<file path="config.mk">
export PLATFORM = sky130hd
export DESIGN_NAME = sgd_word_counter
export DESIGN_NICKNAME = d
export VERILOG_FILES = /design/src/hdl/sgd_pkg.sv /design/src/hdl/sgd_word_counter.sv
export SDC_FILE = /design/constraint.sdc
export NUM_CORES = 1
export LEC_CHECK = 0
export BUFFER_PORTS_ARGS = -buffer_cell sky130_fd_sc_hd__buf_2
export CAP_MARGIN = 20
export CORE_MARGIN = 5
export CORE_UTILIZATION = 41
export DETAILED_ROUTE_END_ITERATION = 10
export GPL_ROUTABILITY_DRIVEN = 0
export GPL_TIMING_DRIVEN = 0
export PLACE_DENSITY_LB_ADDON = 0.3
export SLEW_MARGIN = 20
export SYNTH_ARGS = -nofsm -noshare
export SYNTH_HDL_FRONTEND = slang
export SYNTH_SLANG_ARGS = --single-unit
</file>
<file path="constraint.sdc">
create_clock -name clk -period 9.39 [get_ports clk]
set_input_delay 1.4085 -clock clk [delete_from_list [all_inputs] [get_ports clk]]
set_output_delay 1.4085 -clock clk [all_outputs]
set_load 0.03 [all_outputs]
</file>
<file path="src/hdl/sgd_pkg.sv">
////////////////////////////////////////////////////////////
// sgd engine shared types
// lane and model word layout, run configuration,
// write-back command and the run state encoding
////////////////////////////////////////////////////////////

package sgd_pkg;

	////////////////////////////////////////////////////////////
	// sizes
	////////////////////////////////////////////////////////////

	// 512-bit host bus carries 16 lanes
	localparam int unsigned LANES = 16;
	localparam int unsigned LANE_W = 32;

	// config field widths
	localparam int unsigned DIM_W = 16;
	localparam int unsigned EPOCH_W = 16;
	localparam int unsigned SHIFT_W = 5;

	// one model word on the host side
	localparam int unsigned BYTES_PER_WORD = 64;

	////////////////////////////////////////////////////////////
	// data types
	////////////////////////////////////////////////////////////

	// one signed model lane
	typedef logic signed [LANE_W-1:0] lane_t;

	// full model word, also a gradient beat and a write-back beat
	typedef lane_t [LANES-1:0] x_word_t;

	// run configuration, latched on start
	typedef struct packed {
		logic [63:0]        addr_model;
		logic [DIM_W-1:0]   dimension;
		logic [EPOCH_W-1:0] number_of_epochs;
		logic [SHIFT_W-1:0] step_shift;
	} sgd_cfg_t;

	// host write command, length in bytes
	typedef struct packed {
		logic [63:0] addr;
		logic [31:0] length;
	} wb_cmd_t;

	// run states
	typedef enum logic [2:0] {
		IDLE,
		CLEAR,
		UPDATE,
		WRITEBACK,
		DONE
	} sgd_state_e;

endpackage

</file>
<file path="src/hdl/sgd_word_counter.sv">
////////////////////////////////////////////////////////////
// model word index and epoch counter
// single source of model addresses for every phase
////////////////////////////////////////////////////////////

module sgd_word_counter #(
	parameter int X_ADDR_BITS = 10
) (
	input  logic                         clk,
	input  logic                         rst_n,
	input  logic                         step,
	input  logic                         restart,
	input  logic [sgd_pkg::DIM_W-1:0]    dimension,
	input  logic [sgd_pkg::EPOCH_W-1:0]  number_of_epochs,
	output logic [X_ADDR_BITS-1:0]       word_idx,
	output logic                         last_word,
	output logic                         last_epoch
);
	import sgd_pkg::*;

	logic [EPOCH_W-1:0] epoch_cnt;
	logic [DIM_W-1:0]   word_ext;

	// index seen at config width
	assign word_ext = DIM_W'(word_idx);

	assign last_word  = (word_ext == dimension - DIM_W'(1));
	assign last_epoch = (epoch_cnt == number_of_epochs - EPOCH_W'(1));

	always_ff @(posedge clk) begin
		if (!rst_n || restart) begin
			word_idx  <= '0;
			epoch_cnt <= '0;
		end else if (step) begin
			if (last_word) begin
				// wrap, next pass over the model
				word_idx  <= '0;
				epoch_cnt <= epoch_cnt + EPOCH_W'(1);
			end else begin
				word_idx <= word_idx + X_ADDR_BITS'(1);
			end
		end
	end

	// a step never leaves the index outside the model
	a_idx_bound: assert property (@(posedge clk) disable iff (!rst_n)
		step |=> word_ext < dimension)
		else $error("word_idx %0d past dimension %0d", word_idx, dimension);

endmodule

</file>
# == Yosys cells after proc, flatten, opt, wreduce, memory -nomap -nowiden ==
# Cells that the tools add are included.
# op_classes
add_sub_neg,4
n_eq_ne,2
muxes,1
n_reduce_logical,3
# op_table
op,n
"16-bit by 1-bit subtractor with 16-bit output, second input constant",2
"16-bit by 1-bit adder with 16-bit output, second input constant",1
10-bit by 16-bit equality test with 1-bit output,1
16-bit equality test,1
"10-bit by 1-bit adder with 10-bit output, second input constant",1
10-bit 2-to-1 mux,1
2-bit AND reduction,1
1-bit zero test,1
1-bit logical OR,1
# word_totals
ff_bits,26
word_cells,12

# == Longest topological paths before layout ==
# logic_depth
depth_word,3
mapped_depth,11
ltp_nobuf,9

# == Worst setup path before layout ==
# OpenSTA, ideal clock, no wires.
# synth_timing
path_type,input-to-output
start,input dimension[0] in the netlist's numbering
end,output last_word
arrival_time_ns,3.889
path_slack_ns,4.092
cell_stages,8
path_buffers,1
cell_sequence,buf_6 > inv_1 > ha_1 > nor3b_1 > mux2i_1 > nor3b_1 > o211ai_1 > nor4b_1
# synth_via
elab_chain_len,2
# synth_rtl
item,line_no,rtl
start: declaration,sgd_word_counter.sv:13,"input logic [sgd_pkg::DIM_W-1:0] dimension,"
16-bit by 1-bit subtractor with 16-bit output,sgd_word_counter.sv:27,assign last_word = (word_ext == dimension - DIM_W'(1));
10-bit by 16-bit equality test with 1-bit output,sgd_word_counter.sv:27,
end: declaration,sgd_word_counter.sv:16,"output logic last_word,"
# Every way passes these cells.

# == Worst setup path in the final report ==
# layout_timing
start,input number_of_epochs[4] in the netlist's numbering
end,output last_epoch
# layout_via
elab_chain_len,2
# layout_rtl
item,line_no,rtl
start: declaration,sgd_word_counter.sv:14,"input logic [sgd_pkg::EPOCH_W-1:0] number_of_epochs,"
16-bit by 1-bit subtractor with 16-bit output,sgd_word_counter.sv:28,assign last_epoch = (epoch_cnt == number_of_epochs - EPOCH_W'(1));
16-bit equality test,sgd_word_counter.sv:28,
end: declaration,sgd_word_counter.sv:17,output logic last_epoch
# Every way passes these cells.

==> metrics.txt <==
YS warnings=0; DPL Wire Length=roughly 4.3 mm; fin crit period=5.49 ns; Final Max Slew Viols=0; Global Route Usage Sum=0.147; setup tns final=0 ns; crit end category=primary output; main area contributors after synthesis=dfxtp_1 23%, xnor2_1 8.5%, xor2_1 6.9%; Std-Cell Rows=27; status=completed; largest net degree at the start of global routing=14; Syn Area/Cell=between 7 and 8 µm²; combinational cell fraction of total power=0.204; # fillers=around 560; Non-Filler Instances=404; Post-Place Worst Slack=approximately 4 ns; clock sink count=26; average wire per standard cell=13.4 µm; drt pass-1 iters=4; Internal=about 0.00016 W; Port Buffer Count=44; CTS Hold Bufs=0; sequential fraction of the synthesis area=0.229; via/cell ratio=roughly 5.6; DIE AREA=roughly 7100 µm²; unrepaired setup endpoints after global routing=false; # IOs=48; CTS root buf=clkbuf_8; Yosys top cell area share=0.229; Setup CP Type=primary input to primary output; fraction of layout cells with a size suffix above 1=0.193; sequential share of power=0.512; Routed WL=roughly 5.4 mm; max frequency=182 MHz; Routed Antenna Nets=0; placed insts=between 400 and 500; Final Cycle Share=0.584; CTS tree=done; Die W=around 84 µm; setup bufs post-CTS=0; number of CTS-inserted buffers=3; top cell type by total area after synthesis=dfxtp_1; first-pass GRT wire length=between 8 and 9 mm; Remaining DRCs=0; Max Cap Viol=0; CTS resizes=0; PwrDens=roughly 83 nW/µm²; Cell Area, Synth=2270 µm²; Starting DRT DRC Count=100; setup ws final=between 3 and 4 ns; most frequent cells in the layout=46 x buf_2, 26 x dfxtp_1, 23 x nand2_1; Layout area overhead=15.5%; final hold viol count=0; Clk pin slew, worst setup/hold paths=approximately 0.090 ns; vias post-DR=2267; Leakage=roughly 1 nW; Max clock buf depth=2; Initial Util=0.418; total congestion overflow=0; crit-path max FO=7; Async S/R FF share, synth=0; CP Launch Type=primary input; most common cell after layout, fill and taps aside=buf_2; fin util=0.483; core box area=about 5400 µm²; final setup violation count=0; Worst-Skew Late Latency=roughly 0.27 ns; ANT cells=0; Net Switching=around 0.000059 W; Worst VDD drop=just over 0.00006 V; #FFs+latches synth=26; Worst Max-Slew Pin Slew=0.831 ns; sw frac=0.270; hold path cells=2; Die H=between 80 and 90 µm; worst slew margin relative to its limit=0.441; initial antenna violation count=0; clock share of power=0.284; crit path DAT=4.08 ns; Worst EP required=roughly 8.0 ns; FF-to-FF setup slack=6.39 ns; Post-synth top flop=dfxtp_1; Hold Path Class=flip-flop to flip-flop; depth of the CTS H-tree=1; NumNets Final=374; Synth Instances=285; Syn Nets=around 330; Distinct cells, synth=between 50 and 60; reg2reg path depth=8; vias in the first global route=around 2000; Worst Skew=around 0.0038 ns; Post-synth EDFFs=0
## cell families after synthesis
group / Yosys count / share of synthesized area
muxes: 9 / 0.0396
DFF: 26 / 0.229
xor gates and xnor gates: 40 / 0.154
buffers and inverters: 19 / 0.0391
AOI/OAI and AO/OA: 43 / 0.143
adders and majority gates: 4 / 0.0220
and+or+nand+nor: 144 / 0.374
## final timing paths
check	endpoint	from
worst max-delay path	last_epoch	number_of_epochs[4]
worst min-delay path	epoch_cnt[14]	epoch_cnt[14]
worst max register to register	epoch_cnt[1]	word_idx[0]
worst min register to register	epoch_cnt[14]	epoch_cnt[14]
## registers in the layout, summed over array words and instances (netlist names)
signal / count
epoch_cnt: 16
word_idx: 10
## cells in the mapped netlist (2+ instances only)
cell type	n
mux2i_1	9
ha_1	4
inv_1	6
xnor2_1	22
a211o_1	2
xor2_1	18
or4_1	9
nor2_1	20
nand4_1	13
nor3b_1	5
a211oi_1	2
and3b_1	2
buf_2	2
nor4_1	6
clkbuf_1	8
and2_1	3
nor4b_1	2
o211ai_1	7
a21oi_1	6
nand2_1	23
and4_1	3
nand2b_1	11
buf_6	2
o31ai_1	2
nor3_1	13
nand3_1	12
nand3b_1	3
a31oi_1	2
and3_1	6
dfxtp_1	26
nor2b_1	2
o21ai_0	5
a2111oi_0	3
or4_4	2
a31o_2	2
## power groups by stage
stage / combinational [W] / clock, W / sequential, W
2_1_floorplan: 0.0000263 / 0 / 0.000114
3_3_place_gp: 0.0000431 / 0 / 0.000114
3_5_place_dp: 0.0000440 / 0 / 0.000114
4_1_cts: 0.0000443 / 0.0000646 / 0.000111
5_1_grt: 0.0000493 / 0.0000681 / 0.000111
6_report: 0.0000443 / 0.0000616 / 0.000111
## area by class of cell
cell class | count | area (µm²) | area share
Inverter | 6 | 22.5 | 0.00858
Multi-Input combinational cell | 240 | 1660 | 0.634
Clock buffer | 3 | 41.3 | 0.0157
Buffer | 13 | 66.3 | 0.0253
Tap cell | 72 | 90.1 | 0.0343
Sequential cell | 26 | 520 | 0.198
Timing Repair Buffer | 44 | 220 | 0.0839
## per-layer routing
metal | routed length [µm] | track usage
met1 | 2600 | 0.199
met3 | 262 | 0.0294
met5 | 0 | 0
met2 | 2540 | 0.245
met4 | 18 | 0.0259
## critical path: stages
cell and delay, ns:
clkbuf_1 0.16, or4_1 0.62, nor4_1 0.40, nand3b_1 0.24, or3b_2 0.50, and3_1 0.18
o21ai_0 0.17, o2111a_1 0.21, buf_2 0.19
## stage by stage
step | area [µm²] | total power (W) | hold slack, ns
final | 2630 | 0.000217 | 0.509
after global routing | 2630 | 0.000228 | 0.551
after CTS | 2630 | 0.000220 | 0.510
after detailed placement | 2580 | 0.000158 | 0.499
after global placement | 2580 | 0.000157 | 0.484
after floorplan | 2270 | 0.000140 | 0.466
Note: power is estimated with default switching activity, not from simulation.
