**src/hdl/sgd_pkg.sv**
```systemverilog
////////////////////////////////////////////////////////////
// sgd engine shared types
// lane and model word layout, run configuration,
// write-back command and the run state encoding
////////////////////////////////////////////////////////////

package sgd_pkg;

	////////////////////////////////////////////////////////////
	// sizes
	////////////////////////////////////////////////////////////

	// 512-bit host bus carries 16 lanes
	localparam int unsigned LANES = 16;
	localparam int unsigned LANE_W = 32;

	// config field widths
	localparam int unsigned DIM_W = 16;
	localparam int unsigned EPOCH_W = 16;
	localparam int unsigned SHIFT_W = 5;

	// one model word on the host side
	localparam int unsigned BYTES_PER_WORD = 64;

	////////////////////////////////////////////////////////////
	// data types
	////////////////////////////////////////////////////////////

	// one signed model lane
	typedef logic signed [LANE_W-1:0] lane_t;

	// full model word, also a gradient beat and a write-back beat
	typedef lane_t [LANES-1:0] x_word_t;

	// run configuration, latched on start
	typedef struct packed {
		logic [63:0]        addr_model;
		logic [DIM_W-1:0]   dimension;
		logic [EPOCH_W-1:0] number_of_epochs;
		logic [SHIFT_W-1:0] step_shift;
	} sgd_cfg_t;

	// host write command, length in bytes
	typedef struct packed {
		logic [63:0] addr;
		logic [31:0] length;
	} wb_cmd_t;

	// run states
	typedef enum logic [2:0] {
		IDLE,
		CLEAR,
		UPDATE,
		WRITEBACK,
		DONE
	} sgd_state_e;

endpackage

```
**src/hdl/sgd_x_writeback.sv**
```systemverilog
////////////////////////////////////////////////////////////
// model write-back
// host command, paced reads of the store and the
// registered 512-bit data beats
////////////////////////////////////////////////////////////

module sgd_x_writeback #(
	parameter int X_ADDR_BITS = 10
) (
	input  logic                       clk,
	input  logic                       rst_n,
	input  logic                       wb_active,
	input  logic [63:0]                addr_model,
	input  logic [sgd_pkg::DIM_W-1:0]  dimension,
	input  logic                       last_word,
	input  sgd_pkg::x_word_t           rd_data,
	input  logic                       x_data_out_almost_full,
	output logic                       rd_issue,
	output logic                       send_back_start,
	output sgd_pkg::wb_cmd_t           send_back,
	output sgd_pkg::x_word_t           x_data_out,
	output logic                       x_data_out_valid,
	output logic                       wb_done
);
	import sgd_pkg::*;

	// words the store can hold
	localparam int unsigned DEPTH = 1 << X_ADDR_BITS;

	logic cmd_sent;
	logic rd_done;
	logic rd_v1;
	logic rd_last1;

	////////////////////////////////////////////////////////////
	// command
	////////////////////////////////////////////////////////////

	// first write-back cycle only
	assign send_back_start  = wb_active && !cmd_sent;
	assign send_back.addr   = addr_model;
	assign send_back.length = 32'(dimension) * BYTES_PER_WORD;

	// one read per cycle after the command while almost-full is low
	assign rd_issue = wb_active && cmd_sent && !rd_done && !x_data_out_almost_full;

	always_ff @(posedge clk) begin
		if (!rst_n) begin
			cmd_sent         <= 1'b0;
			rd_done          <= 1'b0;
			rd_v1            <= 1'b0;
			rd_last1         <= 1'b0;
			x_data_out_valid <= 1'b0;
			wb_done          <= 1'b0;
		end else begin
			cmd_sent <= wb_active;
			// set by the last read and cleared outside write-back
			if (!wb_active) begin
				rd_done <= 1'b0;
			end else if (rd_issue && last_word) begin
				rd_done <= 1'b1;
			end
			// read data shows up one cycle after issue
			rd_v1    <= rd_issue;
			rd_last1 <= rd_issue && last_word;
			// beat leaves the cycle after
			x_data_out_valid <= rd_v1;
			wb_done          <= rd_last1;
		end
	end

	////////////////////////////////////////////////////////////
	// data beat
	////////////////////////////////////////////////////////////

	always_ff @(posedge clk) begin
		if (rd_v1) begin
			x_data_out <= rd_data;
		end
	end

	// at most the two beats already in the read pipe follow almost-full
	a_af_drain: assert property (@(posedge clk) disable iff (!rst_n)
		x_data_out_almost_full [*3] |-> !x_data_out_valid)
		else $error("x_data_out_valid three cycles into almost-full");

	// command length never exceeds the store
	a_len_fit: assert property (@(posedge clk) disable iff (!rst_n)
		send_back_start |-> dimension <= DEPTH)
		else $error("write-back of %0d words exceeds the store", dimension);

endmodule

```
**config.mk**
```make
export PLATFORM = sky130hd
export DESIGN_NAME = sgd_x_writeback
export DESIGN_NICKNAME = d
export VERILOG_FILES = /design/src/hdl/sgd_pkg.sv /design/src/hdl/sgd_x_writeback.sv
export SDC_FILE = /design/constraint.sdc
export NUM_CORES = 1
export LEC_CHECK = 0
export ABC_CLOCK_PERIOD_IN_PS = 14150
export BUFFER_PORTS_ARGS = -buffer_cell sky130_fd_sc_hd__buf_2
export CORE_AREA = 5 5 468 470
export CTS_BUF_LIST = sky130_fd_sc_hd__clkbuf_16
export CTS_CLUSTER_DIAMETER = 80
export CTS_CLUSTER_SIZE = 12
export DETAILED_ROUTE_END_ITERATION = 8
export DIE_AREA = 0 0 473 475
export GPL_TIMING_DRIVEN = 1
export MAX_ROUTING_LAYER = met4
export SYNTH_ARGS = -nofsm -noshare
export SYNTH_HDL_FRONTEND = slang
export SYNTH_SLANG_ARGS = --single-unit
```
**constraint.sdc**
```tcl
create_clock -name clk -period 14.15 [get_ports clk]
set_input_delay 0 -clock clk [delete_from_list [all_inputs] [get_ports clk]]
set_output_delay 0 -clock clk [all_outputs]
set_load 0.01 [all_outputs]
```
# Word-level counts from Yosys, hierarchy flattened
# Index checks and enable logic that the tools add are counted.
[classes]
n_reduce_logical = 9
[ops]
columns = ["cell", "n"]
rows = [
  ["logical AND 1 bit", 5],
  ["logical NOT 1 bit", 3],
  ["AND reduction 2 bit", 1],
]
[word_totals]
regBits = 518
output_inout_bits = 612
wordCells = 31

# Depth between registers and ports, before layout
# Gate-level depths: netlist (run 1).
[depth]
ltp_word = 4
depth_mapped = 2
ltp_nobuf = 2

# Worst setup path after synthesis (run 1)
# Ideal clock, no wire load.
[synth_timing]
kind = "register -> register"
startpoint = "register rd_v1"
endpoint = "register x_data_out_valid"
setup_ps = 128
t_arrival_ps = 12324
path_slack_ps = 1699
path_stages_with_launch = 2
n_path_buf = 0
period_less_slack_ps = 12451
cell_sequence = "dfxtp_1 and2_1"
[synth_rtl]
columns = ["element", "line", "source"]
rows = [
  ["from (decl)", "sgd_x_writeback.sv:32", "logic rd_v1;"],
  ["from (signal assigned)", "sgd_x_writeback.sv:64", "rd_v1 <= rd_issue;"],
  ["to (signal assigned)", "sgd_x_writeback.sv:67", "x_data_out_valid <= rd_v1;"],
  ["to (decl)", "sgd_x_writeback.sv:22", "output logic x_data_out_valid,"],
]
# No word-level cell between the ends.

# Worst setup path after layout (run 1)
[layout_timing]
startpoint = "register rd_v1"
endpoint = "register x_data_out[64] in the netlist's numbering (enable)"
[layout_rtl]
columns = ["element", "line", "source"]
rows = [
  ["to (signal assigned)", "sgd_x_writeback.sv:78", "x_data_out <= rd_data;"],
  ["to (decl)", "sgd_x_writeback.sv:21", "output sgd_pkg::x_word_t x_data_out,"],
]
# No word-level cell between the ends.

==> results of run 1 <==
logic make-up (layout without fill, tap and decap cells):
| family | Yosys count | in the layout | synth area share, % |
|---|---|---|---|
| flip-flops | 518 | 518 | 95.07 |
| other | 1 | 78 | 0.02301 |
| AND/OR/NAND/NOR | 9 | 9 | 0.4376 |
| buffers and inverters | 96 | 1882 | 4.422 |
| AO/OA/AOI/OAI | 1 | 1 | 0.04608 |
power by group through the flow:
stage          clock (mW)  combinational (mW)  sequential (mW)
6_report             1.73               0.339             1.71
5_1_grt              1.85               0.364             1.71
4_1_cts              1.81               0.349             1.71
3_5_place_dp            0               0.143             1.74
3_3_place_gp            0               0.141             1.74
2_1_floorplan           0              0.0294             1.77
placed cells by master (no fill, tap or decap):
cell	count
clkbuf_16	69
and2_1	2
o21a_1	1
diode_2	62
bufinv_16	2
and3_1	1
and2b_1	1
dfxtp_4	1
edfxtp_1	512
clkinv_8	2
and2_2	2
buf_12	1
inv_6	9
dfxtp_1	5
inv_8	4
nor3b_2	1
inv_16	3
and2_4	1
buf_2	1032
clkinv_4	5
inv_1	5
clkinv_1	6
and3b_1	1
dlygate4sd3_1	731
clkinv_2	2
buf_4	5
conb_1	16
clkinvlp_4	6
worst reg2reg max path: stages, from the launching register on:
cell and delay (ps):
dfxtp_4 920, buf_4 710, buf_4 750, buf_4 850
cell type report:
cell class	instances	area share, %
flip-flops and latches	518	45.55
multi-input cells	26	0.4082
clock buffers	69	5.074
diodes	62	0.4560
well taps	2838	10.44
clock inverters	44	1.224
repair buffers	1769	36.85
registers in the layout, summed over array words and instances (netlist names):
| name | flops |
|---|---|
| wb_done | 1 |
| rd_v1 | 1 |
| x_data_out | 512 |
| x_data_out_valid | 1 |
| rd_last1 | 1 |
| rd_done | 1 |
| cmd_sent | 1 |
final timing paths:
path / from / to / slack, ps / cells past startpoint
max: rd_v1 / x_data_out[64] / 10510 / 3
min: addr_model[47] / send_back[79] / 0.004 / 0
max reg2reg: rd_v1 / x_data_out[64] / 10510 / 3
min reg2reg: rd_last1 / wb_done / 440 / 1
per-layer routing:
layer	share of wire [%]	vias to the layer above	GRT usage, %
met5	0	-	-
met4	5.6	0	6.188
met3	16	505	10.33
met2	44	1316	23.00
met1	34	7045	14.17
li1	-	5941	-
==> results.md, run 1 <==
- Number of buffers on the longest clock path: 3
- Storage element area: between 15000 and 20000 um^2
- Final count of hold timing violations: 0
- Switching part of the total power: 24.79%
- Clock tree sinks: 518
- Share of the clock period used by the worst path: 25.75%
- Antenna-violating nets left: 0
- Transition at the pin with the smallest max-transition slack: 1131 ps
- Worst Hold Class: input pin to output port
- TritonCTS Buffers: a little under 70
- Drt total wl: 167.8 mm
- Count of buffering cells on the critical path with inverters included: 3
- Largest fanout on the critical path: 67
- Overflow left after global routing: 0
- Cell leakage power: between 10 and 15 nW
- Final worst setup slack: 10510 ps
- Layout area overhead: 108.8%
- Number of design rule violations left after detail routing: 0
- Number of warning messages in the yosys log: 0
- Cells taking the most area after synthesis: edfxtp_1 (94%), buf_4 (4.4%), dfxtp_1 (0.74%)
- Width of the chip: 473 um
- Setup TNS Final: 0 ps
- Startpoint class of the critical path: flip-flop
- H-tree levels: 3
- Total power: 3.782 mW
- Internal: 2.845 mW
- Overall track demand over capacity in global routing: 14.77%
- Share of power burned in combinational logic: 9.0%
- Worst relative slew slack: 24.58%
- FILL cells: 23770
- Multi-input gate area in the final layout: 138.9 um^2
- Top post-synthesis cells by count: edfxtp_1 (512), buf_4 (96), dfxtp_1 (6)
- Worst hold slack after final layout: slightly below 0.004 ps
- P per Cell Area: between 100 and 150 nW/um^2
- Non-Filler Instances: 5326
- Net total in the final layout: 2980
- Worst stage delay on the critical path: 920 ps
- Share of final-layout standard cells stronger than drive strength 1: between 40% and 50%
- Number of rows in the core area: 170
- Post-route core utilization: 15.90%
- Area of the core region: around 210000 um^2
- Cell with the biggest individual delay on the critical path: dfxtp_4
- Final Instance Area: 34030 um^2
- Required time worst endpoint: 14450 ps
- Kind of critical path: flip-flop to flip-flop
- Avg Inst Size Synth: 26.08 um^2
- Vertical die dimension: ~480 um
- TritonCTS clock tree: yes
- Initial Util: 7.617%
- Share of the synthesized area in the top cell type: 94.33%
- Status: finished, final reports clean
- Clock latency reported for the late side of the worst-skew pair: 700 ps
- Number of global-route vias before repair: approximately 16000
- Synthesis-stage register bit count: 518
- Number of library cell types mapped by synthesis: 12
- Standard cell area after detailed placement: 24410 um^2
- Post-placement cell count: 4420
- Most instantiated flip-flop cell in the synthesis netlist: edfxtp_1
- Cell type with the highest occurrence count on the critical path: buf_4
- Capturing element type of the critical path: flip-flop
- Max IR drop VDD: 91.77 uV
- Die ar.: ~220000 um^2
- Cell family with the largest share of critical-path delay: buffers and inverters
- Detailed Place HPWL: 145.6 mm
- Drt wl/cell: about 32 um
- Post-synth EDFFs: 512
- Critical path data arrival time: 3940 ps
- Count of buffers inserted at the top-level ports: 1032
- Number of antenna violations at the first check in global routing: between 150 and 200
- CTS clk-pin slew, worst paths: 60 ps
- First-pass GRT wire length: 198.2 mm
- PostCTS Resize Cnt: 0
- Worst Setup Slack post-DPL: 10430 ps
- Cells along the critical path: buf_4, buf_4, buf_4
- Drt first-iter violations: 796
- Most instantiated library cell after synthesis: edfxtp_1
- Total net switching power: 0.9378 mW
- Pre-Repair DR Iteration Count: 7
- Vias per std cell: 2.780
- Number of ports placed on the die boundary: 1209
- Maximum number of pins on one net before global-route repair: 166
- # hold bufs at CTS: 731
- Sequential area share after synthesis: 95.07%
- Number of vias in the routed layout: approximately 15000
- RSZ-0062 raised after global routing: no
- Cell Area, Synth: 16300 um^2
- Number of buffers added for setup after CTS: 0
- CTS root buf: clkbuf_16
- Total of max-cap violations: 0
- Fin. max-slew vios: 0
- Final setup fails: 0
- Post-synthesis cell type with the largest combined area: edfxtp_1
- Routability cong.: between 0.9 and 1
- Fraction of registers with async set or reset after synthesis: 0%
- Worst clock skew: approximately 22 ps
- Maximum achievable frequency: 274.4 MHz
- Final period demand of the worst path: ~3600 ps
- Gate count after technology mapping: 625
- Part of the total power dissipated in sequential elements: 45.2%
- Portion of total power attributed to the clock network: 45.8%
Power figures use the tool's default switching activity.
==> inputs of run 2 (changes only) <==
Settings changed: ABC_AREA from default to 1, ABC_CLOCK_PERIOD_IN_PS 14150 to 3700.
Clock period 14.15 ns to 3.7 ns, I/O delays scaled along.
==> run 2 against run 1 <==
  * Global-route usage fell by 0.71 points
  * Final cell count rose by 0.41%
  * Final area rose by 0.67%
  * Count of clock-buffer cells in the layout fell by 8
  * Sequential share of layout area fell by 0.30 points
  * Worst hold slack barely moved
  * Critical endpoint is now rd_last1
  * Largest power group is now sequential cells
  * Highest routed layer unchanged
==> results.md, run 2 <==
- Net total in the final layout: 3041 (+2.0%)
- Post-synthesis cell type with the largest combined area: edfxtp_1
- Critical path data arrival time: 2480 ps (-1460 ps)
- Post-synthesis share of cell area spent on full adders, half adders and majority gates: 0% (unchanged)
- Antenna-violating nets left: 0 (unchanged)
- Fraction of registers with async set or reset after synthesis: 0% (unchanged)
- Gate count after technology mapping: 634 (+1.4%)
- Share of the synthesized area in the top cell type: 94.30% (about the same)
- Total of max-cap violations: 0 (unchanged)
- Drt total wl: 160.3 mm (-4.4%)
- Vertical die dimension: 475 um (unchanged)
- First-pass GRT wire length: 190.0 mm (-4.2%)
- Routed length on met2: 71.39 mm (-4.1%)
- Transition at the pin with the smallest max-transition slack: 707.4 ps (-423.9 ps)
- Required time worst endpoint: 4330 ps (-10120 ps)
- CTS clk-pin slew, worst paths: 70 ps (about the same)
- Worst relative slew slack: 52.84% (+28 points)
- Final count of hold timing violations: 0 (unchanged)
- Synthesis-stage register bit count: 518 (unchanged)
- Uppermost metal layer occupied by signal nets: met4
- Routability cong.: 0.8911 (-3.0%)
- Detailed Place HPWL: 139.8 mm (-4.0%)
- Number of flip-flops under the largest register name: 512 (unchanged)
- Pre-Repair DR Iteration Count: 5 (-2)
- Number of design rule violations left after detail routing: 0 (unchanged)
- Cell Area, Synth: 16300 um^2 (about the same)
- Max IR drop VDD: 371.1 uV (+300%)
- Number of vias in the routed layout: 14290 (-3.5%)
- Storage element area: 15500 um^2 (unchanged)
- Routed metal-1 wirelength: 46.64 mm (-17%)
- Number of library cell types mapped by synthesis: 11 (-1)
- Number of ports placed on the die boundary: 1209 (unchanged)
- TritonCTS clock tree: yes
- Count of buffers inserted at the top-level ports: 1032 (unchanged)
- P per Cell Area: 392.1 nW/um^2 (+250%)
- CTS root buf: clkbuf_16
- Top post-synthesis cells by count: edfxtp_1 (512), buf_4 (96), inv_1 (7)
- Number of buffers on the longest clock path: 3 (unchanged)
- Drt first-iter violations: 779 (-2.1%)
- Initial Util: 7.620% (about the same)
- Vias per std cell: 2.671 (-3.9%)
- Share of synthesized cell area in and, or, nand and nor gates: 0.2839% (-0.15 points)
- Startpoint class of the critical path: flip-flop
- Clock latency reported for the late side of the worst-skew pair: 680 ps (-20 ps)
- Largest fanout on the critical path: 2 (-97%)
- RSZ-0062 raised after global routing: no
- Overflow left after global routing: 0 (unchanged)
- Cells taking the most area after synthesis: edfxtp_1 (94%), buf_4 (4.4%), dfxtp_1 (0.74%)
- Fin. max-slew vios: 0 (unchanged)
- Width of the chip: 473 um (unchanged)
- Complex-gate fraction of the synthesized area: 0.05372% (+0.0077 points)
- Avg Inst Size Synth: 25.72 um^2 (-1.4%)
- Post-placement cell count: 4436 (+0.36%)
- Total met3 wirelength after detailed routing: 36.33 mm (+32%)
- Number of antenna violations at the first check in global routing: 128 (-34%)
- Dominant combinational cell family by area after synthesis: buffers and inverters
- Commonest non-fill, non-tap cell in the layout: buf_2
- Cell leakage power: 13.11 nW (+1.1%)
- Worst Hold Class: input pin to output port
- Drt wl/cell: 29.98 um (-4.8%)
- Status: finished, final reports clean
- Multi-input gate area in the final layout: 115.1 um^2 (-17%)
- Area of the core region: 214000 um^2 (unchanged)
- Top library cells by usage in the layout, fill and taps aside: buf_2 (1032), dlygate4sd3_1 (784), edfxtp_1 (512), clkbuf_16 (61), conb_1 (16)
- Maximum number of pins on one net before global-route repair: 95 (-43%)
- Layout area overhead: 110.1%
- Number of rows in the core area: 170 (unchanged)
- Largest register by flop count: x_data_out
- Most instantiated flip-flop cell in the synthesis netlist: edfxtp_1
- TritonCTS Buffers: 60 (-12%)
- Most instantiated library cell after synthesis: edfxtp_1
- Final period demand of the worst path: 1857 ps (-1787 ps)
- Worst clock skew: 36.74 ps (+14.62 ps)
- Non-Filler Instances: 5348 (+0.41%)
- Clock tree sinks: 518 (unchanged)
- Share of final-layout standard cells stronger than drive strength 1: 45.79% (-1.4 points)
- Final setup fails: 0 (unchanged)
- Proportion of synthesized area in mux cells: 0% (unchanged)
- Die ar.: 224700 um^2 (unchanged)
- Overall track demand over capacity in global routing: 14.06% (-0.71 points)
- Maximum achievable frequency: 538.6 MHz (+96%)
- Synth Area in XOR/XNOR: 0% (unchanged)
- Total power: 13.43 mW (+260%)
- Number of global-route vias before repair: 15640 (-0.93%)
- Number of warning messages in the yosys log: 0 (unchanged)
- H-tree levels: 2 (-1)
- FILL cells: 23580 (-0.81%)
- Sequential area share after synthesis: 95.03% (about the same)
- Kind of critical path: flip-flop to flip-flop
- Capturing element type of the critical path: flip-flop
- Post-synth EDFFs: 512 (unchanged)
- Share of the clock period used by the worst path: 50.18% (+24 points)
-- run 2: changes by cell type in the layout (fill, tap and decap cells not counted), moves of 3 or more --
cell,delta
dlygate4sd3_1,+53
clkbuf_16,-8
diode_2,-24
nand2_1,+5
inv_6,-4
nor2_1,+3
clkinvlp_4,-4
clkinv_1,-4
clkinv_2,+3
inv_16,-3
inv_1,+8
buf_12,+7
-- run 2: cells by family after synthesis --
kind of cell | Yosys count
DFF | 518
buffers and inverters | 104
and+or+nand+nor | 10
AOI/OAI and AO/OA | 1
other | 1
-- run 2: final cells by class --
class,instances,share of cell area (%)
Clock buffer,61,4.456
Antenna cell,38,0.2776
Sequential cell,518,45.25
Timing Repair Buffer,1829,38.57
Inverter,8,0.08767
Clock inverter,29,0.6612
Multi-Input combinational cell,27,0.3361
Tap cell,2838,10.37
-- run 2: what timing repair did --
action | CTS | global route
resized for setup | 0 | 0
buffers inserted | 0 | 0
endpoints found under the hold margin | 518 | 0
hold buffers | 784 | 0
-- run 2: metrics by stage --
stage / setup WS, ps / setup TNS (ps) / utilization (%) / instance area (um^2) / hold slack [ps]
2_1_floorplan: -505.0 / -258810 / - / 16360 / 83.16
3_3_place_gp: 1875 / 0 / 11.48 / 24560 / 0.06862
3_5_place_dp: 1847 / 0 / 11.48 / 24560 / 0.06862
4_1_cts: 1822 / 0 / 15.96 / 34160 / 0.04019
5_1_grt: 1750 / 0 / 16.00 / 34230 / 0.01507
6_report: 1843 / 0 / 16.01 / 34250 / 0.002825
-- run 2: report_power, final --
group	total [mW]	internal (mW)	switching (mW)	leakage [nW]
sequential	6.55	6.52	0.0235	4.67
clock	5.60	3.04	2.56	0.886
combinational	1.28	0.777	0.507	7.55
-- run 2: path summary, 6_finish.rpt --
check / start / to / slack (ps) / cells past startpoint
worst min-delay path: addr_model[3] / send_back[35] / 0.003 / 0
worst max register to register: rd_done / rd_last1 / 1840 / 5
worst min register to register: rd_done / rd_done / 500 / 2
worst max-delay path: rd_done / rd_last1 / 1840 / 5
-- run 2: critical path, cell delays in order (launching register included) --
cell and delay (ps):
dfxtp_1 320, nor2_2 150, nand3_2 80, dlygate4sd3_1 590, nor2_1 100, dlygate4sd3_1 550
-- run 2: metal layers --
metal / track usage, % / vias to the layer above
met3: 14.14 / 398
met5: - / -
met1: 11.41 / 6712
met2: 22.21 / 1171
li1: - / 6005
met4: 3.720 / 0
