`config.mk`:
```
export PLATFORM = sky130hd
export DESIGN_NAME = sgd_ctrl_fsm
export DESIGN_NICKNAME = d
export VERILOG_FILES = /design/src/hdl/sgd_pkg.sv /design/src/hdl/sgd_ctrl_fsm.sv
export SDC_FILE = /design/constraint.sdc
export NUM_CORES = 1
export LEC_CHECK = 0
export BUFFER_PORTS_ARGS = -buffer_cell sky130_fd_sc_hd__buf_2
export CAP_MARGIN = 20
export CORE_MARGIN = 10
export CORE_UTILIZATION = 50
export CTS_BUF_LIST = sky130_fd_sc_hd__clkbuf_4
export DETAILED_ROUTE_END_ITERATION = 6
export PLACE_DENSITY_LB_ADDON = 0.08
export SYNTH_ARGS = -nofsm -noshare
export SYNTH_HDL_FRONTEND = slang
export SYNTH_SLANG_ARGS = --single-unit
export TNS_END_PERCENT = 50
```
`constraint.sdc`:
```
create_clock -name clk -period 7.45 [get_ports clk]
set_input_delay 1.49 -clock clk [delete_from_list [all_inputs] [get_ports clk]]
set_output_delay 1.49 -clock clk [all_outputs]
set_load 0.1 [all_outputs]
```
`src/hdl/sgd_pkg.sv`:
```
////////////////////////////////////////////////////////////
// sgd engine shared types
// lane and model word layout, run configuration,
// write-back command and the run state encoding
////////////////////////////////////////////////////////////

package sgd_pkg;

	////////////////////////////////////////////////////////////
	// sizes
	////////////////////////////////////////////////////////////

	// 512-bit host bus carries 16 lanes
	localparam int unsigned LANES = 16;
	localparam int unsigned LANE_W = 32;

	// config field widths
	localparam int unsigned DIM_W = 16;
	localparam int unsigned EPOCH_W = 16;
	localparam int unsigned SHIFT_W = 5;

	// one model word on the host side
	localparam int unsigned BYTES_PER_WORD = 64;

	////////////////////////////////////////////////////////////
	// data types
	////////////////////////////////////////////////////////////

	// one signed model lane
	typedef logic signed [LANE_W-1:0] lane_t;

	// full model word, also a gradient beat and a write-back beat
	typedef lane_t [LANES-1:0] x_word_t;

	// run configuration, latched on start
	typedef struct packed {
		logic [63:0]        addr_model;
		logic [DIM_W-1:0]   dimension;
		logic [EPOCH_W-1:0] number_of_epochs;
		logic [SHIFT_W-1:0] step_shift;
	} sgd_cfg_t;

	// host write command, length in bytes
	typedef struct packed {
		logic [63:0] addr;
		logic [31:0] length;
	} wb_cmd_t;

	// run states
	typedef enum logic [2:0] {
		IDLE,
		CLEAR,
		UPDATE,
		WRITEBACK,
		DONE
	} sgd_state_e;

endpackage

```
`src/hdl/sgd_ctrl_fsm.sv`:
```
////////////////////////////////////////////////////////////
// sgd run control
// run FSM, config latch, counter and datapath strobes,
// done level and run cycle count
////////////////////////////////////////////////////////////

module sgd_ctrl_fsm #(
	parameter int X_ADDR_BITS = 10
) (
	input  logic              clk,
	input  logic              rst_n,
	input  logic              start,
	input  sgd_pkg::sgd_cfg_t cfg,
	input  logic              grad_valid,
	input  logic              rd_issue,
	input  logic              last_word,
	input  logic              last_epoch,
	input  logic              wb_done,
	output sgd_pkg::sgd_cfg_t cfg_q,
	output logic              step,
	output logic              restart,
	output logic              clear_wr,
	output logic              upd_go,
	output logic              wb_active,
	output logic              grad_ready,
	output logic              um_done,
	output logic [31:0]       run_cycles
);
	import sgd_pkg::*;

	localparam int unsigned DEPTH = 1 << X_ADDR_BITS;

	sgd_state_e state;
	sgd_state_e next_state;
	logic       start_go;

	// start only counts while the engine is parked
	assign start_go = start && (state == IDLE || state == DONE);

	always_comb begin
		next_state = state;
		case (state)
			IDLE:      if (start_go) next_state = CLEAR;
			// one clear write per cycle, leave after the last word
			CLEAR:     if (last_word) next_state = UPDATE;
			UPDATE:    if (grad_valid && last_word && last_epoch) next_state = WRITEBACK;
			WRITEBACK: if (wb_done) next_state = DONE;
			DONE:      if (start_go) next_state = CLEAR;
			default:   next_state = IDLE;
		endcase
	end

	always_ff @(posedge clk) begin
		if (!rst_n) begin
			state <= IDLE;
		end else begin
			state <= next_state;
		end
	end

	// config copy for the whole run
	always_ff @(posedge clk) begin
		if (start_go) begin
			cfg_q <= cfg;
		end
	end

	// counter steps per state
	always_comb begin
		case (state)
			CLEAR:     step = 1'b1;
			UPDATE:    step = grad_valid;
			WRITEBACK: step = rd_issue;
			default:   step = 1'b0;
		endcase
	end

	// zero the counters on the edge that enters a counting state
	assign restart = (next_state != state) &&
		(next_state == CLEAR || next_state == UPDATE || next_state == WRITEBACK);

	assign clear_wr   = (state == CLEAR);
	assign upd_go     = (state == UPDATE) && grad_valid;
	assign wb_active  = (state == WRITEBACK);
	assign grad_ready = (state == UPDATE);
	assign um_done    = (state == DONE);

	// run length, frozen once DONE is reached
	always_ff @(posedge clk) begin
		if (!rst_n) begin
			run_cycles <= '0;
		end else if (start_go) begin
			run_cycles <= '0;
		end else if (state != IDLE && state != DONE) begin
			run_cycles <= run_cycles + 32'd1;
		end
	end

	// latched dimension must fit the store and keep the update pipe hazard free
	a_dim_range: assert property (@(posedge clk) disable iff (!rst_n)
		start_go |=> (cfg_q.dimension >= 2) && (cfg_q.dimension <= DEPTH))
		else $error("dimension %0d out of range", cfg_q.dimension);

endmodule

```
* After elaboration in Yosys (flattened, before gate mapping)
Cells that the tools add are included.
Storage, ports and cells: output and inout port bits 140, RAM bits 0, bits in latches 0, memories 0, register bits 136, bits in read-only memories 0, logic and storage cells 36
Cells by class: multiply operators 0, shift operators 0, reduce and logical (&&, ||, !) cells 13, bitwise gates (word level) 1, equal/unequal tests 9, add/sub/neg operators 1, muxes and demuxes 6, order comparisons 0, divide/modulo/power cells 0
Operators with widths (number):
- adder 32 x 1 -> 32 bit (second input constant) | 1
- == test 3 x 2 -> 1 bit (second input constant) | 4
- 2-to-1 mux 3 bit | 4
- one-hot mux 3 bit (4 select lines) | 1
- == test 3 x 1 -> 1 bit (second input constant) | 2
- logical AND 1 bit | 6
- OR reduction 2 bit | 2
- == test 3 bit (second input constant) | 1
- logical NOT 3 bit | 1
- logical OR 1 bit | 3
- inequality test 3 bit | 1
- inequality test 3 bit (second input constant) | 1
- one-hot mux 1 bit (3 select lines) | 1
- nonzero test 3 bit | 1
- inverter 1 bit | 1

* Longest topological paths before layout
Gate-level depths: netlist of run 1.
word-level depth 9, gate-level depth with buffers 6, depth with buffers taken out 5

* Least setup slack after synthesis of run 1
OpenSTA, ideal clock, no wires.
kind in2out, start point input port grad_valid, end point output port restart, setup slack -448 ps, buffers on the path 0, data required time 5960 ps, data arrival time 6408 ps, stages 4, cell sequence nor4bb_1 nand3_1 o211a_1 a21oi_1
On the way: cells in the longest elaborated chain, start to end 8, elaborated cells between the ends (all ways) 11, those cells by class 4 x eq/ne; 2 x mux; 5 x reduce/logical
Ends and longest elaborated chain:
- from (decl) | line sgd_ctrl_fsm.sv:14 | input logic grad_valid,
- logical AND 1 bit * (2 in a row) | line sgd_ctrl_fsm.sv:46 | UPDATE: if (grad_valid && last_word && last_epoch) next_state = WRITEBACK;
- 2-to-1 mux 3 bit * | line sgd_ctrl_fsm.sv:46
- one-hot mux 3 bit (4 select lines) * | line sgd_ctrl_fsm.sv:42 | case (state)
- == test 3 x 1 -> 1 bit or == test 3 x 2 -> 1 bit (tied branches) | line sgd_ctrl_fsm.sv:80 | (next_state == CLEAR || next_state == UPDATE || next_state == WRITEBACK);
- logical OR 1 bit (2 in a row) | line sgd_ctrl_fsm.sv:80
- logical AND 1 bit * | line sgd_ctrl_fsm.sv:79 | assign restart = (next_state != state) &&
- to (decl) | line sgd_ctrl_fsm.sv:21 | output logic restart,
Mark *: on every way between the ends. The rest lies on a longest branch, timed or not.

* Worst setup path in the final report of run 1
Same ends and word-level chain as after synthesis.

==> impl_metrics.toml, run 1 <==
[outcome]
status = "complete, no violations"

[power]
p_int_uw = 1194
seqPwrFrac_pct = 47.6
p_switching_uw = 652.9
finalPower_uw = 1847
pwr-share-comb_pct = 23.1
clockPowerShare_pct = 29.2
p_per_area_nw_per_um2 = 285.4
p_leak_uw = 0.002691
ir_worst_vdd_mv = 0.1244
switching_share_pct = 35.36

[floorplan]
coreArea_um2 = 9240
die_area_um2 = 13820
io_pins = 249
row_count = 35
die_h_um = 117.6
fp.dieW_um = 117.6
start_util_pct = 51.50

[setup_path]
rr_worst_depth = 4
worstPathMaxFanout = 2
critPathLaunchType = "input port"
worstPathArrival_ns = 2.74
r2r_slack_ns = 4.92
cp-end-kind = "output pin"
critPathKind = "in -> out"
required_ns = 5.96

[synth]
postSynthAreaPerCell_um2 = 15.55
synth-compound-area-share_pct = 6.574
syn_nets = 416
synthMuxAreaShare_pct = 0
synth_edf_count = 101
synth_top_family_by_area = "simple AND/OR/NAND/NOR gates"
netlist_instances = 306
synth_seq_cells = 136
synth_fa_ha_area_share_pct = 0.2630
ys_seq_area_share_pct = 78.46
ys_types = 35
synthXorXnorAreaFrac_pct = 2.393
netlist_area_um2 = 4758
ys_async_sr_fraction_pct = 0
synth-simple-area-share_pct = 10.75
synth-main-ff-cell = "edfxtp_1"
synth_warnings = 0

[global_route]
grt_pass1_wl_um = 20930
first_global_vias = 3455
overflow = 0
grt_max_degree = 84
antenna_found_initial = 2
track_usage_pct = 19.34

[routing]
postRouteAntennaNets = 0
vias = 3568
drt-initial-drc-count = 226
first_pass_iters = 4
drc = 0
viasPerCell = 5.040
postRouteWirelength_um = 13980
routedWlPerCell_um = 19.74

[placement]
placed_cells = 675
port_buffers = 248
gp_congestion = 0.8149
hpwl_um = 10990
place_ws_ns = 3.248

[layout]
drive_above_1_share_pct = 49.74
nFillCells = 685
area_growth_pct = 36.00
fin_util_pct = 70.03
instances_no_fill = 708
final_common_cell = "buf_2"
final_nets = 675
final_cell_mix = "buf_2, edfxtp_1, dfxtp_1"

[hold_path]
hold_depth = 2
min_path_type = "reg -> reg"

[timing]
hold_violations = 0
rsz0062_at_grt = "false"
clock_skew_ns = 0.01750
drv_slew = 0
fmax_mhz = 236.2
setup_violations = 0
worst_slack_ns = 3.216
post-route-period-util_pct = 56.84
tns_ns = 0
min_period_ns = 4.234
slew_headroom_pct = 32.81
tightest_slew_ns = 1.008

[clock_network]
numCtsBuffers = 17
ctsHoldBuffers = 0
insertion_delay_ns = 0.49
cts_setup_buffers = 0
h-tree-depth = 4
cts_resized = 0
cts_root_buf = "clkbuf_4"
cts_buffer_depth = 2
clkTransAtPathRegs_ns = 0.11
cts_tree = "yes"
cts_sinks = 136

[job]
drv_cap = 0
## registers in the layout, indices dropped and copies added, names as in the netlist
signal and cells:
cfg_q 101, run_cycles 32, state 3
## per-stage QoR
stage | area, µm² | hold WS (ns)
CTS | 6466 | 0.4966
floorplan | 4765 | 0.5083
global placement | 6133 | 0.4712
global route | 6469 | 0.5162
finish | 6471 | 0.4991
detailed placement | 6133 | 0.4818
## routing by layer
| layer | GRT usage, % | vias to the layer above | share of wire (%) |
|---|---|---|---|
| met5 | 0 | - | 0.050 |
| met4 | 5.100 | 2 | 0.95 |
| met3 | 5.899 | 10 | 6.4 |
| met2 | 35.38 | 144 | 54 |
| met1 | 21.10 | 1707 | 39 |
| li1 | - | 1705 | - |
## power groups by stage
stage          Sequential, µW  Combinational [µW]  Clock [µW]
2_1_floorplan            1200                51.1           0
3_3_place_gp              896                 427           0
3_5_place_dp              897                 430           0
4_1_cts                   880                 430         549
5_1_grt                   884                 437         583
6_report                  880                 427         540
## worst max-delay path, stage by stage
cell      delay [ns]
buf_2           0.08
nor4bb_2        0.31
nand3_1         0.12
o211a_1         0.15
a21oi_1         0.14
buf_2           0.44
## cell usage after synthesis (all sizes together), types with 5 or more instances
master	number	area (µm²)
a21oi	23	115.1
clkbuf	6	22.52
dfxtp	35	700.7
edfxtp	101	3033
inv	8	30.03
nand2	11	41.29
nand3	12	60.06
nand4	10	68.81
nor2	16	60.06
o21ai	10	50.05
o31ai	12	90.09
or3	5	31.28
or4	15	115.1
xnor2	5	43.79
xor2	8	70.07
## cells by family after synthesis
logic type               after synthesis
adder cells (fa/ha/maj)                1
AO/OA/AOI/OAI                         51
XOR/XNOR                              13
buffers and inverters                 17
AND/OR/NAND/NOR                       88
flip-flops                           136
## final timing paths
check,from,endpoint
worst max-delay path,grad_valid,restart
worst min-delay path,run_cycles[29]$_SDFFE_PP0P_,run_cycles[29]$_SDFFE_PP0P_
worst max register to register,run_cycles[14]$_SDFFE_PP0P_,run_cycles[31]$_SDFFE_PP0P_
worst min register to register,run_cycles[29]$_SDFFE_PP0P_,run_cycles[29]$_SDFFE_PP0P_
## final cells by class
| type | count | area [µm²] | area share [%] |
|---|---|---|---|
| flip-flops and latches | 136 | 3734 | 57.70 |
| inverters | 8 | 30.03 | 0.4640 |
| diodes | 2 | 5.005 | 0.07734 |
| clock buffers | 18 | 135.1 | 2.088 |
| multi-input cells | 153 | 959.7 | 14.83 |
| clock inverters | 13 | 197.7 | 3.055 |
| repair buffers | 249 | 1249 | 19.30 |
| well taps | 129 | 161.4 | 2.494 |
Note: power is estimated with default switching activity, not from simulation.
==> run 2, diff against run 1 <==
CORE_UTILIZATION = 42   (was 50)
clock period = 3.5 ns   (was 7.45 ns; I/O delays follow)
==> run 2 against run 1 <==
Net effect: routed wire length increased by 3.5%; critical endpoint unchanged; critical path type is now reg -> out; combinational power increased by 110%; global-route usage decreased by 2.1 points; final area increased by 0.58%; non-clock buffer count unchanged; critical path depth decreased by 1; utilization decreased by 11 points; power increased by 120%; clock-buffer cell count unchanged; flip-flop and latch count unchanged; clock power increased by 120%.
==> impl_metrics.toml, run 2 (synthesis gave the netlist of run 1 again) <==
[timing]
min_period_ns = 3.020
slew_headroom_pct = 57.43
rsz0062_at_grt = "false"
post-route-period-util_pct = 86.28
tns_ns = 0
whs_ns = 0.3644
hold_violations = 0
drv_slew = 0
setup_violations = 0
clock_skew_ns = 0.01309
fmax_mhz = 331.1
tightest_slew_ns = 0.6386

[setup_path]
r2r_slack_ns = 0.98
critPathKind = "reg -> out"
worstPathArrival_ns = 2.32
worstPathMaxFanout = 15
crit_chain = "nand2b_1 -> a2bb2oi_1 -> o211a_1 -> a21oi_2 -> buf_2"
required_ns = 2.80
cp-end-kind = "output pin"
critPathLaunchType = "flop"
critPathSlowestCell = "dfxtp_1"
critPathMaxStageDelay_ns = 0.66

[global_route]
track_usage_pct = 17.20
antenna_found_initial = 2
grt_pass1_wl_um = 21230
first_global_vias = 3572
grt_max_degree = 102
overflow = 0

[clock_network]
cts_setup_buffers = 0
cts_root_buf = "clkbuf_4"
numCtsBuffers = 17
clkTransAtPathRegs_ns = 0.12
ctsHoldBuffers = 0
h-tree-depth = 4
cts_resized = 0
insertion_delay_ns = 0.49
cts_sinks = 136
cts_buffer_depth = 2
cts_tree = "yes"

[floorplan]
die_area_um2 = 15990
start_util_pct = 43.32
fp.dieW_um = 126.4
row_count = 38
coreArea_um2 = 10980
io_pins = 249
die_h_um = 126.4

[routing]
drc = 0
vias = 3564
first_pass_iters = 4
met1_length_um = 5392
postRouteAntennaNets = 0
drt-initial-drc-count = 261
dr_wl_met2_um = 7604
postRouteWirelength_um = 14470
wl_met3_um = 1193
viasPerCell = 4.971
routedWlPerCell_um = 20.18
dr.max_layer_used = "met5"

[power]
switching_share_pct = 34.63
seqPwrFrac_pct = 47.0
clockPowerShare_pct = 30.0
p_leak_uw = 0.002707
p_switching_uw = 1380
finalPower_uw = 3984
pwr-share-comb_pct = 23.0
p_per_area_nw_per_um2 = 612.1
ir_worst_vdd_mv = 0.2886
p_int_uw = 2604

[placement]
port_buffers = 248
hpwl_um = 11350
gp_congestion = 0.7703

[layout]
final_common_cell = "buf_2"
largest_reg_flops = 101
reg.largest.list = "cfg_q (101), run_cycles (32), state (3)"
n_antenna_cell = 0
regMostFlops = "cfg_q"
area_growth_pct = 36.79
final_cell_mix = "buf_2, edfxtp_1, dfxtp_1"
drive_above_1_share_pct = 49.57
final_nets = 675

[hold_path]
min_path_type = "in -> reg"

[job]
drv_cap = 0

[outcome]
status = "complete, no violations"
run 2: critical path: cells and delay by family, from the launching register on:
kind / cells / cell delay [ns]
buffers and inverters: 1 / 0.43
AO/OA/AOI/OAI: 3 / 0.54
flip-flops: 1 / 0.66
AND/OR/NAND/NOR: 1 / 0.20
run 2: metrics by stage:
stage	setup WS (ns)	cells	util [%]	instance area, µm²
floorplan	-0.2511	306	-	4778
global placement	0.9065	686	56.20	6172
detailed placement	0.8871	686	56.20	6172
CTS	0.4416	717	59.26	6509
global route	0.3006	717	59.26	6509
finish	0.4801	717	59.26	6509
run 2: area by class of cell:
class | instances | area, µm²
fillers | 923 | 4474
flip-flops and latches | 136 | 3734
repair buffers | 249 | 1261
multi-input cells | 153 | 972.2
clock inverters | 13 | 201.4
well taps | 140 | 175.2
clock buffers | 18 | 135.1
inverters | 8 | 30.03
run 2: per-layer routing:
layer,track usage [%],vias up
li1,-,1699
met1,18.20,1674
met2,30.44,167
met3,6.997,20
met4,5.559,4
met5,0,-
run 2: power by group through the flow:
stage	clock network (µW)	logic, µW	registers (µW)
3_5_place_dp	0	922	1910
2_1_floorplan	0	112	2540
6_report	1200	915	1870
4_1_cts	1220	923	1870
5_1_grt	1300	940	1880
3_3_place_gp	0	918	1910
run 2: path summary, 6_finish.rpt:
kind	startpoint	end	depth (start not counted)
min reg2reg	run_cycles[31]$_SDFFE_PP0P_	run_cycles[31]$_SDFFE_PP0P_	2
max	state[0]$_SDFF_PN0_	restart	5
min	cfg[86]	cfg_q[86]$_DFFE_PP_	1
max reg2reg	run_cycles[14]$_SDFFE_PP0P_	run_cycles[31]$_SDFFE_PP0P_	4
==> run 3, diff against run 2 <==
CORE_UTILIZATION = 46   (was 42)
clock period = 3.2 ns   (was 3.5 ns; I/O delays follow)
==> run 3 against run 2 <==
Net effect: flip-flop and latch count did not move; sequential share of layout area rose by 0.13 points; global-route usage rose by 0.58 points; routed wire length fell by 3.4%; critical endpoint unchanged.
==> impl_metrics.toml, run 3 (synthesis gave the netlist of run 1 again) <==
[clock_network]
numCtsBuffers = 17
cts_root_buf = "clkbuf_4"
h-tree-depth = 4
ctsHoldBuffers = 0
cts_buffer_depth = 2
cts_resized = 0
clkTransAtPathRegs_ns = 0.14
cts_setup_buffers = 0
cts_sinks = 136
cts_tree = "yes"
insertion_delay_ns = 0.50

[power]
finalPower_uw = 4279
p_per_area_nw_per_um2 = 659.0
p_leak_uw = 0.002697
ir_worst_vdd_mv = 0.2494

[routing]
vias = 3550
first_pass_iters = 5
drt-initial-drc-count = 291
postRouteWirelength_um = 13970
postRouteAntennaNets = 0
routedWlPerCell_um = 19.51
viasPerCell = 4.958
drc = 0

[floorplan]
row_count = 37
start_util_pct = 46.72
io_pins = 249
coreArea_um2 = 10180
fp.dieW_um = 121.7
die_h_um = 121.7
die_area_um2 = 14810

[timing]
whs_ns = 0.2907
worst_slack_ns = 0.2201
hold_violations = 0
slew_headroom_pct = 57.10
setup_violations = 0
rsz0062_at_grt = "false"
min_period_ns = 2.980
fmax_mhz = 335.6
clock_skew_ns = 0.01518
drv_slew = 0
post-route-period-util_pct = 93.12
tightest_slew_ns = 0.6434

[placement]
place_ws_ns = 0.7019
gp_congestion = 0.8627
placedInstanceArea_um2 = 6167
hpwl_um = 10950
port_buffers = 248

[global_route]
overflow = 0
track_usage_pct = 17.78
grt_max_degree = 102
first_global_vias = 3516
grt_pass1_wl_um = 20220
antenna_found_initial = 3

[setup_path]
worstPathMaxFanout = 15
required_ns = 2.56
cp-end-kind = "output pin"
critPathKind = "reg -> out"
worstPathArrival_ns = 2.34
critPathLaunchType = "flop"
rr_worst_depth = 4

[layout]
final_common_cell = "buf_2"
drive_above_1_share_pct = 50.00
final_nets = 675
seq_area_um2 = 3734
final_area_um2 = 6494
multi_input_area_um2 = 972.2
area_growth_pct = 36.47
final_cell_mix = "buf_2, edfxtp_1, dfxtp_1"
largest_reg_flops = 101
regMostFlops = "cfg_q"
nFillCells = 838
reg.largest.list = "cfg_q (101), run_cycles (32), state (3)"
fin_util_pct = 63.76

[outcome]
status = "complete, no violations"

[hold_path]
min_path_type = "in -> reg"
hold_depth = 1

[job]
drv_cap = 0
[run 3: cell count changes in the layout (fill, tap and decap cells not counted), sizes merged]
cell,previous run,this run
clkinv,5,1
inv,10,16
bufinv,5,3
clkinvlp,1,2
diode,0,2
[run 3: cell type report]
type | count | share of cell area (%)
inverter | 8 | 0.4624
multi-input combinational | 153 | 14.97
clock inverter | 14 | 2.871
timing repair buffer | 249 | 19.42
clock buffer | 18 | 2.081
antenna | 2 | 0.07707
sequential | 136 | 57.50
tap | 136 | 2.620
[run 3: critical path: stages, from the launching register on]
cell	delay, ns
dfxtp_1	0.66
nand2b_1	0.21
a2bb2oi_1	0.18
o211a_1	0.23
a21oi_2	0.13
buf_2	0.43
[run 3: path summary, 6_finish.rpt]
kind	from	to	slack (ns)
worst max register to register	run_cycles[14]$_SDFFE_PP0P_	run_cycles[31]$_SDFFE_PP0P_	0.68
worst min-delay path	cfg[75]	cfg_q[75]$_DFFE_PP_	0.29
worst min register to register	run_cycles[21]$_SDFFE_PP0P_	run_cycles[21]$_SDFFE_PP0P_	0.50
worst max-delay path	state[0]$_SDFF_PN0_	restart	0.22
[run 3: per-layer routing]
metal	global-route usage [%]	vias up	wire length, µm
met4	5.738	2	155
met2	32.34	145	7479
met5	0	-	13
met3	6.290	16	1210
met1	18.76	1685	5110
li1	-	1702	-
[run 3: where the power goes]
group	internal [µW]	switching [µW]	total, µW
logic	129	871	1000
registers	2020	32.0	2050
clock network	575	656	1230
[run 3: stage by stage]
stage,setup TNS (ns),cells
2_1_floorplan,-0.6872,306
6_report,0,716
3_5_place_dp,0,682
4_1_cts,0,714
5_1_grt,0,715
3_3_place_gp,0,682
